File: config.mk
export PLATFORM = sky130hd
export DESIGN_NAME = attrib_result_flat
export DESIGN_NICKNAME = d
export VERILOG_FILES = /design/src/verilog/attrib_interp_pkg.sv /design/src/verilog/attrib_value_if.sv /design/src/verilog/attrib_result.sv /design/src/flat_wrapper.sv
export SDC_FILE = /design/constraint.sdc
export NUM_CORES = 1
export LEC_CHECK = 0
export ABC_AREA = 0
export BUFFER_PORTS_ARGS = -buffer_cell sky130_fd_sc_hd__buf_2
export CAP_MARGIN = 25
export CORE_AREA = 2 2 223 225
export CTS_CLUSTER_SIZE = 24
export DETAILED_ROUTE_END_ITERATION = 8
export DIE_AREA = 0 0 225 227
export PLACE_DENSITY = 0.35
export SETUP_SLACK_MARGIN = 0.05
export SLEW_MARGIN = 30
export SYNTH_ARGS = -nofsm -noshare
export SYNTH_HDL_FRONTEND = slang
export SYNTH_SLANG_ARGS = --single-unit
File: constraint.sdc
create_clock -name aclk -period 4.6 [get_ports aclk]
set_input_delay 0.46 -clock aclk [delete_from_list [all_inputs] [get_ports aclk]]
set_output_delay 0.46 -clock aclk [all_outputs]
set_load 0.05 [all_outputs]
File: src/verilog/attrib_interp_pkg.sv
////////////////////////////////////////
// Attributes are signed Q16.16 and every sum and product wraps modulo 2^32
// Latencies are in aclk cycles with no back-pressure on the pixel stream
////////////////////////////////////////
package attrib_interp_pkg;

    ////////////////////////////////////////
    // Fixed-point attribute format
    ////////////////////////////////////////
    localparam int ATTR_INT_BITS  = 16;
    localparam int ATTR_FRAC_BITS = 16;
    localparam int ATTR_WIDTH     = ATTR_INT_BITS + ATTR_FRAC_BITS;

    typedef logic signed [ATTR_WIDTH-1:0] attr_t;

    // One word per interpolated attribute
    localparam int NUM_ATTRIBS = 7;

    typedef attr_t [NUM_ATTRIBS-1:0] attr_vec_t;

    ////////////////////////////////////////
    // Attribute slots in attr_vec_t
    ////////////////////////////////////////
    localparam int ATTR_TEX0_S  = 0;
    localparam int ATTR_TEX0_T  = 1;
    localparam int ATTR_DEPTH_Z = 2;
    localparam int ATTR_COLOR_R = 3;
    localparam int ATTR_COLOR_G = 4;
    localparam int ATTR_COLOR_B = 5;
    localparam int ATTR_COLOR_A = 6;

    ////////////////////////////////////////
    // Pipeline depth per stage
    ////////////////////////////////////////
    localparam int DECODE_LATENCY  = 1;
    localparam int EXECUTE_LATENCY = 2;
    localparam int RESULT_LATENCY  = 1;

    // Input valid to output valid
    localparam int INTERP_LATENCY  = DECODE_LATENCY + EXECUTE_LATENCY + RESULT_LATENCY;

endpackage

File: src/verilog/attrib_value_if.sv
////////////////////////////////////////
// Interpolated pixel, valid only
////////////////////////////////////////
interface attrib_value_if #(
    parameter int SCREEN_POS_WIDTH = 11,
    parameter int INDEX_WIDTH      = 32
);
    import attrib_interp_pkg::*;

    logic                        valid;
    logic                        last;
    logic                        keep;
    logic [SCREEN_POS_WIDTH-1:0] spx;
    logic [SCREEN_POS_WIDTH-1:0] spy;
    logic [INDEX_WIDTH-1:0]      index;

    // Final attribute values
    attr_vec_t                   value;

    modport producer (
        output valid, last, keep,
        output spx, spy, index,
        output value
    );

    modport consumer (
        input valid, last, keep,
        input spx, spy, index,
        input value
    );

endinterface

File: src/verilog/attrib_result.sv
////////////////////////////////////////
// in_valid must be the top-level input valid
// so the counter covers the whole pipeline
////////////////////////////////////////
module attrib_result #(
    parameter int SCREEN_POS_WIDTH = 11,
    parameter int INDEX_WIDTH      = 32
) (
    input  logic                         aclk,
    input  logic                         rst,
    input  logic                         in_valid,
    attrib_value_if.consumer             value,

    // Interpolated pixel stream
    output logic                         out_valid,
    output logic                         out_last,
    output logic                         out_keep,
    output logic [SCREEN_POS_WIDTH-1:0]  out_spx,
    output logic [SCREEN_POS_WIDTH-1:0]  out_spy,
    output logic [INDEX_WIDTH-1:0]       out_index,
    output attrib_interp_pkg::attr_vec_t out_attr,

    output logic                         pixel_in_pipeline
);
    import attrib_interp_pkg::*;

    localparam int CNT_WIDTH = $clog2(INTERP_LATENCY + 1);

    logic [CNT_WIDTH-1:0] pixel_cnt;

    ////////////////////////////////////////
    // Output register
    ////////////////////////////////////////
    always_ff @(posedge aclk) begin
        if (rst) begin
            out_valid <= 1'b0;
        end else begin
            out_valid <= value.valid;
        end
    end

    always_ff @(posedge aclk) begin
        out_last  <= value.last;
        out_keep  <= value.keep;
        out_spx   <= value.spx;
        out_spy   <= value.spy;
        out_index <= value.index;
        out_attr  <= value.value;
    end

    ////////////////////////////////////////
    // Pixels in flight
    ////////////////////////////////////////
    // One in and one out in the same cycle leaves the count alone
    always_ff @(posedge aclk) begin
        if (rst) begin
            pixel_cnt <= '0;
        end else if (in_valid && !out_valid) begin
            pixel_cnt <= pixel_cnt + 1'b1;
        end else if (!in_valid && out_valid) begin
            pixel_cnt <= pixel_cnt - 1'b1;
        end
    end

    assign pixel_in_pipeline = (pixel_cnt != '0);

    // Pipeline depth bounds the pixels in flight
    cnt_max_a: assert property (@(posedge aclk) disable iff (rst)
        pixel_cnt <= INTERP_LATENCY)
        else $error("more pixels in flight than pipeline stages");

    // A pixel leaving with none counted means a valid was lost or invented
    cnt_underflow_a: assert property (@(posedge aclk) disable iff (rst)
        (pixel_cnt == '0) |-> !out_valid)
        else $error("output pixel with empty pipeline");

endmodule

File: src/flat_wrapper.sv
// flat-port wrapper written by rule: the top's interface ports become plain ports
module attrib_result_flat import attrib_interp_pkg::*;
#(
    parameter int SCREEN_POS_WIDTH = 11,
    parameter int INDEX_WIDTH      = 32
)
  (aclk, rst, in_valid, out_valid, out_last, out_keep, out_spx, out_spy, out_index, out_attr, pixel_in_pipeline, value_valid, value_last, value_keep, value_spx, value_spy, value_index, value_value);
  attrib_value_if #(.SCREEN_POS_WIDTH(SCREEN_POS_WIDTH), .INDEX_WIDTH(INDEX_WIDTH)) value_i ();
  input  logic aclk;
  input  logic rst;
  input  logic in_valid;
  output logic out_valid;
  output logic out_last;
  output logic out_keep;
  output logic [SCREEN_POS_WIDTH-1:0] out_spx;
  output logic [SCREEN_POS_WIDTH-1:0] out_spy;
  output logic [INDEX_WIDTH-1:0] out_index;
  output attrib_interp_pkg::attr_vec_t out_attr;
  output logic pixel_in_pipeline;
  input wire logic [$bits(value_i.valid)-1:0] value_valid;
  input wire logic [$bits(value_i.last)-1:0] value_last;
  input wire logic [$bits(value_i.keep)-1:0] value_keep;
  input wire logic [$bits(value_i.spx)-1:0] value_spx;
  input wire logic [$bits(value_i.spy)-1:0] value_spy;
  input wire logic [$bits(value_i.index)-1:0] value_index;
  input wire logic [$bits(value_i.value)-1:0] value_value;
  assign value_i.valid = value_valid;
  assign value_i.last = value_last;
  assign value_i.keep = value_keep;
  assign value_i.spx = value_spx;
  assign value_i.spy = value_spy;
  assign value_i.index = value_index;
  assign value_i.value = value_value;
  attrib_result #(.SCREEN_POS_WIDTH(SCREEN_POS_WIDTH), .INDEX_WIDTH(INDEX_WIDTH)) u_core (.aclk(aclk), .rst(rst), .in_valid(in_valid), .value(value_i), .out_valid(out_valid), .out_last(out_last), .out_keep(out_keep), .out_spx(out_spx), .out_spy(out_spy), .out_index(out_index), .out_attr(out_attr), .pixel_in_pipeline(pixel_in_pipeline));
endmodule
==> out/results.tsv <==
metric	value	unit
fin_skew	0.002026	ns
place_ws	2.778	ns
syn_area	5789	um2
drive_gt1_frac	0.5185	
crit_arrival	1.47	ns
grt_busiest_layer	met2	
grt_util_met1	0.09727	
area_growth	126.2	%
layout.nets	1449	
rsz0062_at_grt	no	
synthDistinctLibCells	11	
yosysMostFrequentCell	dfxtp_1	
yosys-top-cells-area	dfxtp_1, fa_1, xor2_1	
vias_per_cell	3.040	
die_w	225	um
period_share	0.4187	
die_y	227	um
clk_latency	0.55	ns
vias	5506	
post_drt_wl_per_cell	13.81	um
place.gp.congestion	0.7628	
drt_iter0_drc	47	
synth_top_area_cell	dfxtp_1	
cts_buffer_depth	3	
post-dp-hpwl	18.85	mm
antenna_left	0	
fillers	5093	
grt_pass1_wl	33.83	mm
postCtsSetupRepairBufs	0	
max_freq	0.5192	GHz
grt_max_degree	16	
setup_viol	0	
cts_made_buffers	31	
grt_pass1_vias	5772	
antenna_found_initial	5	
yosysWarnings	0	
numClockSinks	284	
cp_max_fo	3	
synth-seq-cells	284	
routed_wl	25.00	mm
grt_util_met2	0.1618	
drc_errors	0	
synth.net_count	584	
hold_viol	0	
period_needed	1.926	ns
cts.reportedPaths.clkPinSlew	0.06	ns
grt_use_met3	0.02117	
worstHoldPathType	primary input to flop	
avgSynthCellArea	19.43	um2
tns	0	ns
synth-edff-count	0	
track_usage	0.08775	
multi_input_area	96.34	um2
gr-total-overflow	0	
cp-end-kind	primary output	
fin_util	0.2697	
synthCells	298	
rows	81	
port_buffers	565	
synth_seq_area_share	0.9821	
relSlewSlack	0.8048	
setup_ws	2.674	ns
cts_tree	done	
htreeDepth	1	
crit_family	flip-flops	
critPathKind	flop to primary output	
finalMaxSlewViolations	0	
path_buf_inv	1	
cts_resized	0	
worst_pin_slew	0.2948	ns
status	completed	
dieArea	51080	um2
async_flop_share	0	
critPathMaxStageDelay	0.34	ns
synth_ff_type	dfxtp_1	
cp.required	4.14	ns
drt_pass1_iterations	4	
maxCapViolCount	0	
yosysTopAreaCellShare	0.9821	
ys_top_cells_by_count	dfxtp_1, inv_1, nor2_1, or3_1, xor2_1	
p_leak	0.006297	uW
cpMaxStageDelayCell	dfxtp_1	
seq_area	5685	um2
crit_chain	or3_1 -> buf_2	
fp.coreArea	48550	um2
ir_worst_vdd	256.7	uV
startpoint_type	flop	
start_util	0.1193	
io_pins	566	
p_per_area	460.9	nW/um2
ctsRootBufferMaster	clkbuf_16	
## layout by cell type, fill, tap and decap left out
cell type,instances
a21oi_1,1
buf_2,565
bufinv_16,2
clkbuf_1,7
clkbuf_16,31
clkbuf_8,7
clkinv_2,8
clkinvlp_4,1
dfxtp_1,284
diode_2,1
dlygate4sd3_1,267
fa_1,1
ha_1,1
inv_1,2
inv_6,2
mux2i_1,1
nor2_1,2
nor2b_1,1
o21ai_0,1
or3_1,2
xor2_1,2
## power breakdown
part / leakage (uW) / internal [uW] / switching [uW]
Sequential: 0.00240 / 2600 / 36.1
Combinational: 0.00339 / 329 / 623
Clock: 0.000509 / 1460 / 988
## metrics by stage
| stage | power, uW | std cells | area, um2 | hold slack [ns] |
|---|---|---|---|---|
| after floorplan | 3180 | 298 | 5789 | 0.4478 |
| after global placement | 3458 | 1485 | 9395 | 0.4837 |
| after detailed placement | 3459 | 1485 | 9395 | 0.4784 |
| after CTS | 6158 | 1810 | 13090 | 0.0001802 |
| after global routing | 6284 | 1810 | 13090 | 0.004078 |
| final | 6035 | 1811 | 13090 | 0.03654 |
## worst paths after layout
kind	start	endpoint	slack (ns)	cells past startpoint
setup / recovery	u_core.pixel_cnt[0]	pixel_in_pipeline	2.67	2
hold / removal	value_value[149]	u_core.out_attr[149]	0.04	1
setup reg to reg	u_core.out_valid	u_core.pixel_cnt[2]	2.99	7
hold reg to reg	u_core.pixel_cnt[2]	u_core.pixel_cnt[2]	0.48	2
## sequential cells by signal, indices dropped and copies added (netlist names)
signal / flops
u_core.out_attr: 224
u_core.out_index: 32
u_core.out_spx: 11
u_core.out_spy: 11
u_core.pixel_cnt: 3
u_core.out_keep: 1
u_core.out_last: 1
u_core.out_valid: 1
## what timing repair did
item / 4_1_cts / 5_1_grt
endpoints found under the setup margin: 0 / 0
hold buffers: 267 / 0
endpoints found under the hold margin: 267 / 0
## cell families after synthesis
kind of cell,after synthesis,share of synthesized area
AOI/OAI and AO/OA,2,0.001727
xor gates and xnor gates,2,0.003026
adders and majority gates,2,0.005619
buffers and inverters,2,0.001297
DFF,284,0.9821
muxes,1,0.001729
and+or+nand+nor,5,0.004539
## per-layer routing
metal / wire [um] / vias up
met4: 639 / 0
met5: 0 / -
li1: - / 2666
met3: 1544 / 40
met1: 9292 / 2579
met2: 13530 / 221
## layout make-up
| cell class | count | share of cell area |
|---|---|---|
| antenna | 1 | 0.0001911 |
| clock buffer | 45 | 0.06861 |
| clock inverter | 13 | 0.009556 |
| inverter | 2 | 0.0005733 |
| multi-input combinational | 12 | 0.007358 |
| sequential | 284 | 0.4342 |
| tap | 622 | 0.05944 |
| timing repair buffer | 832 | 0.4201 |
Note: power is estimated with default switching activity, not from simulation.
