## config.mk

```make
export PLATFORM = sky130hd
export DESIGN_NAME = attrib_execute_flat
export DESIGN_NICKNAME = d
export VERILOG_FILES = /design/src/verilog/attrib_interp_pkg.sv /design/src/verilog/attrib_product_if.sv /design/src/verilog/attrib_value_if.sv /design/src/verilog/attrib_execute.sv /design/src/flat_wrapper.sv
export SDC_FILE = /design/constraint.sdc
export NUM_CORES = 1
export LEC_CHECK = 0
export BUFFER_PORTS_ARGS = -buffer_cell sky130_fd_sc_hd__buf_2
export CAP_MARGIN = 25
export CORE_AREA = 2 2 395 397
export DETAILED_ROUTE_END_ITERATION = 8
export DIE_AREA = 0 0 397 399
export GPL_TIMING_DRIVEN = 0
export PLACE_DENSITY = 0.46
export SYNTH_ARGS = -nofsm -noshare
export SYNTH_HDL_FRONTEND = slang
export SYNTH_SLANG_ARGS = --single-unit
```

## constraint.sdc

```tcl
create_clock -name aclk -period 3.41 [get_ports aclk]
set_input_delay 0.5115 -clock aclk [delete_from_list [all_inputs] [get_ports aclk]]
set_output_delay 0.5115 -clock aclk [all_outputs]
set_load 0.01 [all_outputs]
```

## src/verilog/attrib_interp_pkg.sv

```systemverilog
////////////////////////////////////////
// Attributes are signed Q16.16 and every sum and product wraps modulo 2^32
// Latencies are in aclk cycles with no back-pressure on the pixel stream
////////////////////////////////////////
package attrib_interp_pkg;

    ////////////////////////////////////////
    // Fixed-point attribute format
    ////////////////////////////////////////
    localparam int ATTR_INT_BITS  = 16;
    localparam int ATTR_FRAC_BITS = 16;
    localparam int ATTR_WIDTH     = ATTR_INT_BITS + ATTR_FRAC_BITS;

    typedef logic signed [ATTR_WIDTH-1:0] attr_t;

    // One word per interpolated attribute
    localparam int NUM_ATTRIBS = 7;

    typedef attr_t [NUM_ATTRIBS-1:0] attr_vec_t;

    ////////////////////////////////////////
    // Attribute slots in attr_vec_t
    ////////////////////////////////////////
    localparam int ATTR_TEX0_S  = 0;
    localparam int ATTR_TEX0_T  = 1;
    localparam int ATTR_DEPTH_Z = 2;
    localparam int ATTR_COLOR_R = 3;
    localparam int ATTR_COLOR_G = 4;
    localparam int ATTR_COLOR_B = 5;
    localparam int ATTR_COLOR_A = 6;

    ////////////////////////////////////////
    // Pipeline depth per stage
    ////////////////////////////////////////
    localparam int DECODE_LATENCY  = 1;
    localparam int EXECUTE_LATENCY = 2;
    localparam int RESULT_LATENCY  = 1;

    // Input valid to output valid
    localparam int INTERP_LATENCY  = DECODE_LATENCY + EXECUTE_LATENCY + RESULT_LATENCY;

endpackage

```

## src/verilog/attrib_product_if.sv

```systemverilog
////////////////////////////////////////
// Decoded pixel with its products and bases, valid only
////////////////////////////////////////
interface attrib_product_if #(
    parameter int SCREEN_POS_WIDTH = 11,
    parameter int INDEX_WIDTH      = 32
);
    import attrib_interp_pkg::*;

    // Pixel sideband
    logic                        valid;
    logic                        last;
    logic                        keep;
    logic [SCREEN_POS_WIDTH-1:0] spx;
    logic [SCREEN_POS_WIDTH-1:0] spy;
    logic [INDEX_WIDTH-1:0]      index;

    // Per attribute terms of the plane equation
    attr_vec_t                   prod_x;
    attr_vec_t                   prod_y;
    attr_vec_t                   base;

    modport producer (
        output valid, last, keep,
        output spx, spy, index,
        output prod_x, prod_y, base
    );

    modport consumer (
        input valid, last, keep,
        input spx, spy, index,
        input prod_x, prod_y, base
    );

endinterface

```

## src/verilog/attrib_value_if.sv

```systemverilog
////////////////////////////////////////
// Interpolated pixel, valid only
////////////////////////////////////////
interface attrib_value_if #(
    parameter int SCREEN_POS_WIDTH = 11,
    parameter int INDEX_WIDTH      = 32
);
    import attrib_interp_pkg::*;

    logic                        valid;
    logic                        last;
    logic                        keep;
    logic [SCREEN_POS_WIDTH-1:0] spx;
    logic [SCREEN_POS_WIDTH-1:0] spy;
    logic [INDEX_WIDTH-1:0]      index;

    // Final attribute values
    attr_vec_t                   value;

    modport producer (
        output valid, last, keep,
        output spx, spy, index,
        output value
    );

    modport consumer (
        input valid, last, keep,
        input spx, spy, index,
        input value
    );

endinterface

```

## src/verilog/attrib_execute.sv

```systemverilog
////////////////////////////////////////
// Two adder stages, all sums wrap modulo 2^32
////////////////////////////////////////
module attrib_execute #(
    parameter int SCREEN_POS_WIDTH = 11,
    parameter int INDEX_WIDTH      = 32
) (
    input  logic               aclk,
    input  logic               rst,
    attrib_product_if.consumer prod,
    attrib_value_if.producer   value
);
    import attrib_interp_pkg::*;

    // First stage registers
    logic                        s1_valid;
    logic                        s1_last;
    logic                        s1_keep;
    logic [SCREEN_POS_WIDTH-1:0] s1_spx;
    logic [SCREEN_POS_WIDTH-1:0] s1_spy;
    logic [INDEX_WIDTH-1:0]      s1_index;
    attr_vec_t                   s1_sum_xy;
    attr_vec_t                   s1_base;

    always_ff @(posedge aclk) begin
        if (rst) begin
            s1_valid    <= 1'b0;
            value.valid <= 1'b0;
        end else begin
            s1_valid    <= prod.valid;
            value.valid <= s1_valid;
        end
    end

    ////////////////////////////////////////
    // Stage 1 sums the two products
    ////////////////////////////////////////
    always_ff @(posedge aclk) begin
        s1_last  <= prod.last;
        s1_keep  <= prod.keep;
        s1_spx   <= prod.spx;
        s1_spy   <= prod.spy;
        s1_index <= prod.index;
        s1_base  <= prod.base;
        for (int i = 0; i < NUM_ATTRIBS; i++) begin
            s1_sum_xy[i] <= prod.prod_x[i] + prod.prod_y[i];
        end
    end

    ////////////////////////////////////////
    // Stage 2 adds the base
    ////////////////////////////////////////
    always_ff @(posedge aclk) begin
        value.last  <= s1_last;
        value.keep  <= s1_keep;
        value.spx   <= s1_spx;
        value.spy   <= s1_spy;
        value.index <= s1_index;
        for (int i = 0; i < NUM_ATTRIBS; i++) begin
            value.value[i] <= s1_sum_xy[i] + s1_base[i];
        end
    end

endmodule

```

## src/flat_wrapper.sv

```systemverilog
// flat-port wrapper written by rule: the top's interface ports become plain ports
module attrib_execute_flat import attrib_interp_pkg::*;
#(
    parameter int SCREEN_POS_WIDTH = 11,
    parameter int INDEX_WIDTH      = 32
)
  (aclk, rst, prod_valid, prod_last, prod_keep, prod_spx, prod_spy, prod_index, prod_prod_x, prod_prod_y, prod_base, value_valid, value_last, value_keep, value_spx, value_spy, value_index, value_value);
  attrib_product_if #(.SCREEN_POS_WIDTH(SCREEN_POS_WIDTH), .INDEX_WIDTH(INDEX_WIDTH)) prod_i ();
  attrib_value_if #(.SCREEN_POS_WIDTH(SCREEN_POS_WIDTH), .INDEX_WIDTH(INDEX_WIDTH)) value_i ();
  input  logic aclk;
  input  logic rst;
  input wire logic [$bits(prod_i.valid)-1:0] prod_valid;
  input wire logic [$bits(prod_i.last)-1:0] prod_last;
  input wire logic [$bits(prod_i.keep)-1:0] prod_keep;
  input wire logic [$bits(prod_i.spx)-1:0] prod_spx;
  input wire logic [$bits(prod_i.spy)-1:0] prod_spy;
  input wire logic [$bits(prod_i.index)-1:0] prod_index;
  input wire logic [$bits(prod_i.prod_x)-1:0] prod_prod_x;
  input wire logic [$bits(prod_i.prod_y)-1:0] prod_prod_y;
  input wire logic [$bits(prod_i.base)-1:0] prod_base;
  output wire logic [$bits(value_i.valid)-1:0] value_valid;
  output wire logic [$bits(value_i.last)-1:0] value_last;
  output wire logic [$bits(value_i.keep)-1:0] value_keep;
  output wire logic [$bits(value_i.spx)-1:0] value_spx;
  output wire logic [$bits(value_i.spy)-1:0] value_spy;
  output wire logic [$bits(value_i.index)-1:0] value_index;
  output wire logic [$bits(value_i.value)-1:0] value_value;
  assign prod_i.valid = prod_valid;
  assign prod_i.last = prod_last;
  assign prod_i.keep = prod_keep;
  assign prod_i.spx = prod_spx;
  assign prod_i.spy = prod_spy;
  assign prod_i.index = prod_index;
  assign prod_i.prod_x = prod_prod_x;
  assign prod_i.prod_y = prod_prod_y;
  assign prod_i.base = prod_base;
  assign value_valid = value_i.valid;
  assign value_last = value_i.last;
  assign value_keep = value_i.keep;
  assign value_spx = value_i.spx;
  assign value_spy = value_i.spy;
  assign value_index = value_i.index;
  assign value_value = value_i.value;
  attrib_execute #(.SCREEN_POS_WIDTH(SCREEN_POS_WIDTH), .INDEX_WIDTH(INDEX_WIDTH)) u_core (.aclk(aclk), .rst(rst), .prod(prod_i), .value(value_i));
endmodule
```

==> results.py, run 1 <==
metrics = {
    "status": {
        "status": "complete, no violations",
    },
    "floorplanning": {
        "die-area_um2": 158000,
        "coreArea_um2": 154000,
        "start_util_pct": 24.5,
        "die_x_um": 397,
        "rows": 144,
        "die_h_um": 399,
        "io-pin-count": 1012,
    },
    "clock_tree": {
        "worstSkewPairLatency_ns": 0.70,
        "cts_made_buffers": 95,
        "cts_tree": "built",
        "ctsLongestPathBuffers": 3,
        "path_clk_slew_ns": 0.06,
        "cts.htree.levels": 3,
        "cts_root_buf": "clkbuf_16",
        "clock-sinks": 786,
    },
    "grt": {
        "grt_use_total_pct": 17.2,
        "grt_max_degree": 15,
        "grt_pass1_wl_um": 207000,
        "grt_antenna_before_repair": 44,
        "grt_pass1_vias": 33300,
        "overflow": 0,
    },
    "sta": {
        "period_share_pct": 97.8,
        "min_period_ns": 3.33,
        "rsz0062_at_grt": "true",
        "worst_clock_skew_ns": 0.0385,
        "final_max_slew_viol_count": 0,
        "worst_pin_slew_ns": 0.962,
        "fmax_mhz": 300,
        "setup_violations": 0,
        "hold_viol": 0,
        "hold_ws_ns": 0.101,
        "slew_headroom_pct": 35.2,
        "setup_slack_ns": 0.0767,
    },
    "synthesis": {
        "yosys-top-cells-area": "dfxtp_1 (42%), ha_1 (14%), xnor2_1 (6.1%)",
        "syn_avg_cell_area_um2": 9.92,
        "synth-main-ff-cell": "dfxtp_1",
        "synth_cell_type_count": 86,
        "yosysWarnings": 0,
        "syn_area_um2": 37600,
        "yosys.area.top_type": "dfxtp_1",
        "yosysTopAreaCellShare_pct": 41.8,
        "mappedNetlistNets": 4973,
        "synth_edf_count": 0,
        "seq_area_frac_synth_pct": 41.8,
        "postSynthCellCount": 3794,
        "synthTopCellsByCount": "dfxtp_1 (786), ha_1 (434), a21oi_1 (355), a21o_1 (271), xnor2_1 (264)",
        "yosysMostFrequentCell": "dfxtp_1",
        "ys_ff_latch": 786,
        "synthArstFlopShare_pct": 0,
    },
    "final_layout": {
        "layout.cells.non_filler": 7345,
        "drive_gt1_share_pct": 24.2,
        "fillCellCount": 16100,
        "syn_to_final_growth_pct": 37.7,
        "num-nets-final": 6383,
    },
    "worst_setup_path": {
        "r2r_start": "u_core.s1_base[96]",
        "cp_num_buf_inv": 1,
        "cp.depth": 12,
        "cp-endpoint": "u_core.value.value[126]",
        "rrSetupSlack_ns": 0.08,
        "critPathTopFamily": "compound AO/OA/AOI/OAI gates",
        "rr_worst_depth": 12,
        "cp-end-kind": "flip-flop",
        "critPathMaxFanout": 5,
        "crit_path_start": "u_core.s1_base[96]",
        "worstPathRequired_ns": 3.95,
        "crit_top_cell": "a211o_1",
        "crit_type": "reg2reg",
        "path_cells": "ha_1 > fa_1 > a211o_1 > a211o_1 > a21oi_4 > o31ai_2 > a221oi_2 > buf_4 > o31ai_1 > a31oi_1 > mux2i_1 > o211ai_1",
        "rr_endpoint": "u_core.value.value[126]",
        "startpoint_type": "flip-flop",
        "worstPathArrival_ns": 3.87,
        "max_stage_delay_ns": 0.44,
        "cpMaxStageDelayCell": "fa_1",
    },
    "route": {
        "post-route-drc-count": 0,
        "drt_iter0_drc": 1531,
        "postRouteAntennaNets": 0,
        "drtPass1Iterations": 5,
        "vias": 33200,
        "wl_per_cell_um": 19.2,
        "vias_per_cell": 4.53,
        "totalWireLength_um": 141000,
    },
    "power_and_ir_drop": {
        "seqPwrFrac_pct": 34.6,
        "switching_share_pct": 34.5,
        "p_leak_nw": 24.3,
        "power.internal_w": 0.0228,
        "pwr-share-comb_pct": 34.4,
        "switchingPower_w": 0.0120,
        "p_per_area_nw_per_um2": 671,
        "clkPwrFrac_pct": 31.0,
        "max-vdd-ir-drop_uv": 400,
    },
    "placement": {
        "dp.cells": 6849,
        "hpwlAfterDp_um": 118000,
        "place_ws_ns": -1.02,
        "place.gp.congestion": 0.892,
        "port_buffers": 1011,
    },
    "min_path": {
        "min-delay-path-class": "in2reg",
        "whs_path_depth": 2,
    },
    "job": {
        "maxCapViolations": 0,
    },
}
==> flip-flops by register name, indices dropped and copies added, names as in the netlist, 11 cells and up <==
name	count
u_core.s1_sum_xy	224
u_core.value.value	224
u_core.s1_spx	11
u_core.s1_index	32
u_core.value.spy	11
u_core.s1_base	224
u_core.value.index	32
u_core.value.spx	11
u_core.s1_spy	11
==> power groups by stage <==
stage / sequential, W / clock [W] / combinational (W)
floorplan: 0.0128 / 0 / 0.00646
global placement: 0.0122 / 0 / 0.0117
detailed placement: 0.0123 / 0 / 0.0116
CTS: 0.0121 / 0.0112 / 0.0120
global route: 0.0122 / 0.0115 / 0.0132
finish: 0.0120 / 0.0108 / 0.0120
==> repair_timing <==
item	in CTS	in global routing
hold endpoints to repair	289	0
pin swaps	1	15
hold buffers	292	0
setup buffers	1	9
resized for setup	8	21
endpoints found under the setup margin	12	27
==> worst min-delay path by stage <==
stage	slack (ns)	start	to
floorplan	0.31	u_core.s1_index[0]	u_core.value.index[0]
finish	0.10	prod_prod_x[65]	u_core.s1_sum_xy[65]
CTS	0.02	prod_prod_x[65]	u_core.s1_sum_xy[65]
detailed placement	0.31	u_core.s1_index[8]	u_core.value.index[8]
global placement	0.31	u_core.s1_spy[10]	u_core.value.spy[10]
global route	0.05	prod_prod_x[65]	u_core.s1_sum_xy[65]
==> cells in the final DEF, fill, tap and decap left out, types with 48 or more instances in the layout <==
| cell | count |
|---|---|
| o21a_1 | 55 |
| clkbuf_1 | 57 |
| inv_1 | 99 |
| xnor2_1 | 264 |
| a21oi_1 | 350 |
| o21ai_0 | 123 |
| a21o_1 | 271 |
| clkbuf_16 | 96 |
| buf_2 | 1015 |
| nand2_1 | 205 |
| nor3_1 | 75 |
| ha_1 | 434 |
| nor2_1 | 213 |
| nand3_1 | 68 |
| xor2_1 | 129 |
| dlygate4sd3_1 | 292 |
| and3_1 | 48 |
| dfxtp_1 | 786 |
| o21bai_1 | 78 |
==> logic make-up after synthesis <==
family	synth area share [%]
AO/OA/AOI/OAI	22.0
XOR/XNOR	9.15
adder cells (fa/ha/maj)	15.2
buffers and inverters	1.53
flip-flops	41.8
multiplexers	0.163
AND/OR/NAND/NOR	10.2
==> area by class of cell <==
type                            instances  area (um2)  area share [%]
Antenna cell                           17        42.5          0.0821
Buffer                                 53         204           0.394
Clock buffer                          122        2670            5.15
Clock inverter                         55         708            1.37
Inverter                               99         372           0.717
Multi-Input combinational cell       2856       21500            41.4
Sequential cell                       786       15700            30.4
Tap cell                             2044        2560            4.93
Timing Repair Buffer                 1313        8060            15.5
==> metrics by stage <==
step	area [um2]	utilization, %	TNS, ns	power, W
3_3_place_gp	45200	29.4	-10.21	0.0239
6_report	51800	33.7	0	0.0348
3_5_place_dp	45200	29.4	-10.37	0.0239
2_1_floorplan	37600	-	0	0.0192
4_1_cts	51600	33.6	-0.120	0.0353
5_1_grt	51800	33.7	-0.0900	0.0369
==> routing by layer <==
layer / GRT usage (%) / vias to the layer above / part of all wire, %
li1: - / 16700 / -
met1: 20.1 / 15500 / 41
met2: 30.6 / 865 / 50
met3: 4.44 / 188 / 6.6
met4: 5.13 / 34 / 2.3
met5: 0 / - / 0.15
(Power assumes the default switching activity.)
==> inputs of run 2 (changes only) <==
- clock period: 3.41 -> 3.6 ns (I/O delays scaled with it)
==> run 2 against run 1 <==
Against the previous run:
- maximum frequency shrank 3.3%
- clock skew shrank 0.0016 ns
- critical path depth down 1
- sequential power decreased by 5%
- largest cell class unchanged
==> results.py, run 2 (synthesized netlist as in run 1, its figures left out) <==
metrics = {
    "worst_setup_path": {
        "worstPathRequired_ns": 4.12,
        "rrSetupSlack_ns": 0.15,
        "critPathMaxFanout": 5,
        "startpoint_type": "flip-flop",
        "r2r_start": "u_core.s1_base[128]",
        "cp-end-kind": "flip-flop",
        "crit_type": "reg2reg",
        "crit_path_start": "u_core.s1_base[128]",
        "worstPathArrival_ns": 3.97,
        "rr_worst_depth": 11,
        "rr_endpoint": "u_core.value.value[158]",
        "cp-endpoint": "u_core.value.value[158]",
    },
    "final_layout": {
        "layout_common_cells": "buf_2 (1015), dfxtp_1 (786), ha_1 (434), a21oi_1 (353), dlygate4sd3_1 (291)",
        "mostFrequentLayoutCell": "buf_2",
        "seq_area_um2": 15700,
        "reg_top3": "u_core.s1_base (224), u_core.s1_sum_xy (224), u_core.value.value (224)",
        "num-nets-final": 6374,
        "syn_to_final_growth_pct": 37.3,
        "drive_gt1_share_pct": 23.8,
        "fillCellCount": 16100,
        "multi_input_area_um2": 21400,
        "layout.cells.non_filler": 7333,
        "design_area_um2": 51700,
    },
    "clock_tree": {
        "ctsLongestPathBuffers": 3,
        "cts.htree.levels": 3,
        "worstSkewPairLatency_ns": 0.70,
        "clock-sinks": 786,
        "path_clk_slew_ns": 0.06,
        "cts_tree": "built",
        "cts_made_buffers": 95,
        "cts_root_buf": "clkbuf_16",
    },
    "sta": {
        "worst_pin_slew_ns": 0.940,
        "slew_headroom_pct": 36.8,
        "final_max_slew_viol_count": 0,
        "period_share_pct": 95.8,
        "tns_ns": 0,
        "hold_viol": 0,
        "setup_violations": 0,
        "min_period_ns": 3.45,
        "worst_clock_skew_ns": 0.0369,
        "fmax_mhz": 290,
    },
    "placement": {
        "hpwlAfterDp_um": 118000,
        "dp.cells": 6849,
        "placed_cell_area_um2": 45200,
        "place.gp.congestion": 0.892,
        "port_buffers": 1011,
    },
    "route": {
        "wl_per_cell_um": 19.3,
        "vias": 33300,
        "totalWireLength_um": 141000,
        "drtPass1Iterations": 5,
        "postRouteAntennaNets": 0,
        "post-route-drc-count": 0,
        "vias_per_cell": 4.54,
        "drt_iter0_drc": 1559,
    },
    "floorplanning": {
        "start_util_pct": 24.5,
        "die_h_um": 399,
        "io-pin-count": 1012,
        "die-area_um2": 158000,
        "coreArea_um2": 154000,
        "rows": 144,
        "die_x_um": 397,
    },
    "min_path": {
        "whs_path_depth": 2,
        "min-delay-path-class": "in2reg",
    },
    "grt": {
        "grt_use_total_pct": 17.2,
        "grt_pass1_vias": 33300,
        "grt_antenna_before_repair": 44,
        "overflow": 0,
        "grt_max_degree": 15,
        "grt_pass1_wl_um": 207000,
    },
    "power_and_ir_drop": {
        "switchingPower_w": 0.0113,
        "power.internal_w": 0.0215,
        "max-vdd-ir-drop_uv": 378,
        "power_w": 0.0329,
        "seqPwrFrac_pct": 34.7,
        "p_leak_nw": 24.3,
        "switching_share_pct": 34.5,
        "pwr-share-comb_pct": 34.3,
        "p_per_area_nw_per_um2": 636,
        "clkPwrFrac_pct": 31.0,
    },
    "job": {
        "maxCapViolations": 0,
    },
    "status": {
        "status": "complete, no violations",
    },
}
[run 2: what timing repair did]
| action | CTS | global route |
|---|---|---|
| setup endpoints to repair | 6 | 10 |
| hold buffers | 291 | 0 |
| setup buffers | 0 | 2 |
| endpoints found under the hold margin | 289 | 0 |
| gates resized for setup | 2 | 9 |
| pin swaps | 0 | 5 |
| gates cloned | 0 | 0 |
[run 2: power by group through the flow]
| stage | Clock [W] | Sequential [W] | Combinational, W |
|---|---|---|---|
| 2_1_floorplan | 0 | 0.0121 | 0.00612 |
| 3_3_place_gp | 0 | 0.0116 | 0.0110 |
| 3_5_place_dp | 0 | 0.0116 | 0.0110 |
| 4_1_cts | 0.0106 | 0.0114 | 0.0114 |
| 5_1_grt | 0.0109 | 0.0116 | 0.0124 |
| 6_report | 0.0102 | 0.0114 | 0.0113 |
[run 2: critical path: stages, from the launching register on]
cell and delay [ns]:
dfxtp_1 0.30, ha_1 0.24, fa_1 0.44, a211o_1 0.35, a211o_1 0.29, a21oi_2 0.26
o21ai_2 0.17, a221oi_4 0.35, o311ai_1 0.22, a41o_1 0.33, mux2i_1 0.15, nand3_1 0.16
[run 2: how the worst min path moves through the flow]
stage / from / to
3_5_place_dp: u_core.s1_index[8] / u_core.value.index[8]
2_1_floorplan: u_core.s1_index[0] / u_core.value.index[0]
6_report: prod_prod_y[160] / u_core.s1_sum_xy[160]
3_3_place_gp: u_core.s1_spy[10] / u_core.value.spy[10]
5_1_grt: prod_prod_y[160] / u_core.s1_sum_xy[160]
4_1_cts: prod_prod_y[160] / u_core.s1_sum_xy[160]
[run 2: cell type report]
type	count	share of cell area, %
Timing Repair Buffer	1304	15.5
Clock buffer	122	5.17
Inverter	99	0.719
Multi-Input combinational cell	2856	41.4
Antenna cell	14	0.0678
Tap cell	2044	4.95
Clock inverter	55	1.37
Sequential cell	786	30.5
Buffer	53	0.395
[run 2: metal layers]
metal  vias to the layer above  routed length [um]  global-route usage (%)
li1                      16700                   -                       -
met1                     15500               58100                    20.1
met2                       916               70300                    30.6
met3                       189                9480                    4.48
met4                        34                3280                    5.14
met5                         -                 211                       0
[run 2: stage by stage]
step	hold slack, ns	setup WS, ns	util [%]
2_1_floorplan	0.310	0.517	-
3_3_place_gp	0.310	-0.847	29.4
3_5_place_dp	0.312	-0.863	29.4
4_1_cts	0.00698	0.0131	33.5
5_1_grt	0.0533	-0.00997	33.6
6_report	0.101	0.152	33.6
==> inputs of run 3 (changes only) <==
- CORE_AREA: 2 2 395 397 -> 2 2 392 394
- CTS_BUF_LIST: not set -> sky130_fd_sc_hd__clkbuf_4 sky130_fd_sc_hd__clkbuf_8 sky130_fd_sc_hd__clkbuf_16
- DIE_AREA: 0 0 397 399 -> 0 0 394 396
- PLACE_DENSITY: 0.46 -> 0.47
==> run 3 against run 2 <==
Against the previous run:
- combinational power is essentially flat
- sequential share of layout area shrank 0.13 points
- critical path depth grew 1
==> results.py, run 3 (synthesized netlist as in run 1, its figures left out) <==
metrics = {
    "worst_setup_path": {
        "startpoint_type": "flip-flop",
        "crit_top_cell": "a211o_1",
        "cp_num_buf_inv": 1,
        "critPathMaxFanout": 5,
        "cpMaxStageDelayCell": "fa_1",
        "worstPathArrival_ns": 4.02,
        "path_cells": "ha_1 > fa_1 > a211o_1 > a211o_1 > a21oi_4 > o31ai_2 > a221oi_2 > buf_4 > o31ai_1 > a31oi_1 > mux2i_1 > o211ai_1",
        "cp-end-kind": "flip-flop",
        "critPathTopFamily": "compound AO/OA/AOI/OAI gates",
        "worstPathRequired_ns": 4.09,
        "crit_type": "reg2reg",
        "max_stage_delay_ns": 0.45,
    },
    "grt": {
        "grt_pass1_wl_um": 204000,
        "grt_use_total_pct": 17.1,
        "grt_pass1_vias": 33200,
        "grt_antenna_before_repair": 36,
        "overflow": 0,
        "grt_max_degree": 15,
    },
    "sta": {
        "setup_violations": 0,
        "tns_ns": 0,
        "worst_clock_skew_ns": 0.0449,
        "hold_ws_ns": 0.0837,
        "final_max_slew_viol_count": 0,
        "worst_pin_slew_ns": 0.896,
        "hold_viol": 0,
        "min_period_ns": 3.53,
        "rsz0062_at_grt": "true",
        "slew_headroom_pct": 40.1,
        "fmax_mhz": 283,
        "period_share_pct": 98.1,
    },
    "placement": {
        "place.gp.congestion": 0.912,
        "hpwlAfterDp_um": 116000,
        "port_buffers": 1011,
        "placed_cell_area_um2": 45200,
    },
    "floorplanning": {
        "die-area_um2": 156000,
        "io-pin-count": 1012,
        "die_h_um": 396,
        "rows": 143,
        "die_x_um": 394,
        "start_util_pct": 24.8,
        "coreArea_um2": 152000,
    },
    "clock_tree": {
        "clock-sinks": 786,
        "cts_root_buf": "clkbuf_16",
        "cts.htree.levels": 3,
        "cts_made_buffers": 96,
        "path_clk_slew_ns": 0.06,
        "worstSkewPairLatency_ns": 0.70,
        "cts_tree": "built",
        "ctsLongestPathBuffers": 3,
    },
    "final_layout": {
        "design_area_um2": 51900,
        "fillCellCount": 15700,
        "syn_to_final_growth_pct": 37.9,
        "mostFrequentLayoutCell": "buf_2",
        "num-nets-final": 6376,
        "reg_top3": "u_core.s1_base (224), u_core.s1_sum_xy (224), u_core.value.value (224)",
        "layout_common_cells": "buf_2 (1015), dfxtp_1 (786), ha_1 (434), a21oi_1 (353), dlygate4sd3_1 (289)",
        "drive_gt1_share_pct": 24.1,
    },
    "status": {
        "status": "complete, no violations",
    },
    "power_and_ir_drop": {
        "p_per_area_nw_per_um2": 648,
        "max-vdd-ir-drop_uv": 417,
        "p_leak_nw": 24.4,
    },
    "route": {
        "totalWireLength_um": 139000,
        "post-route-drc-count": 0,
        "drtPass1Iterations": 5,
        "vias": 33100,
        "postRouteAntennaNets": 0,
        "wl_per_cell_um": 19.0,
        "drt_iter0_drc": 1400,
        "vias_per_cell": 4.53,
    },
    "job": {
        "maxCapViolations": 0,
    },
    "min_path": {
        "min-delay-path-class": "in2reg",
    },
}
run 3: cell type report:
type | instances | area [um2] | area share (%)
antenna | 11 | 27.5 | 0.0530
buffer | 53 | 204 | 0.393
clock buffer | 121 | 2670 | 5.15
clock inverter | 60 | 968 | 1.87
inverter | 99 | 372 | 0.716
multi-input combinational | 2856 | 21400 | 41.2
sequential | 786 | 15700 | 30.3
tap | 2030 | 2540 | 4.89
timing repair buffer | 1305 | 7990 | 15.4
run 3: worst paths after layout:
check | slack, ns | cells past startpoint | to | from
hold reg to reg | 0.32 | 0 | u_core.value.last | u_core.s1_last
setup reg to reg | 0.07 | 12 | u_core.value.value[126] | u_core.s1_base[96]
setup / recovery | 0.07 | 12 | u_core.value.value[126] | u_core.s1_base[96]
hold / removal | 0.08 | 2 | u_core.s1_sum_xy[96] | prod_prod_y[96]
run 3: power by group:
group	leakage (nW)	internal, W	switching [W]
sequential	6.63	0.0108	0.000681
clock	1.78	0.00677	0.00418
combinational	16.0	0.00474	0.00650
total	24.4	0.0223	0.0114
run 3: per-layer routing:
metal | GRT usage [%] | vias to the layer above | wire (um)
li1 | - | 16700 | -
met1 | 20.3 | 15300 | 58300
met2 | 30.3 | 956 | 67600
met3 | 4.01 | 237 | 8200
met4 | 5.60 | 22 | 4570
met5 | 0 | - | 146
run 3: per-stage QoR:
stage	power (W)	cells	setup slack (ns)	util, %
2_1_floorplan	0.0182	3794	0.517	-
3_3_place_gp	0.0226	6835	-1.03	29.8
3_5_place_dp	0.0226	6836	-0.499	29.8
4_1_cts	0.0341	7306	-0.0362	34.2
5_1_grt	0.0356	7313	-0.0421	34.2
6_report	0.0336	7321	0.0692	34.2
run 3: timing repair:
item,4_1_cts,5_1_grt
hold buffers,289,0
hold endpoints to repair,287,0
endpoints found under the setup margin,3,10
buffers inserted,0,4
pin swaps,0,5
gates resized for setup,2,10
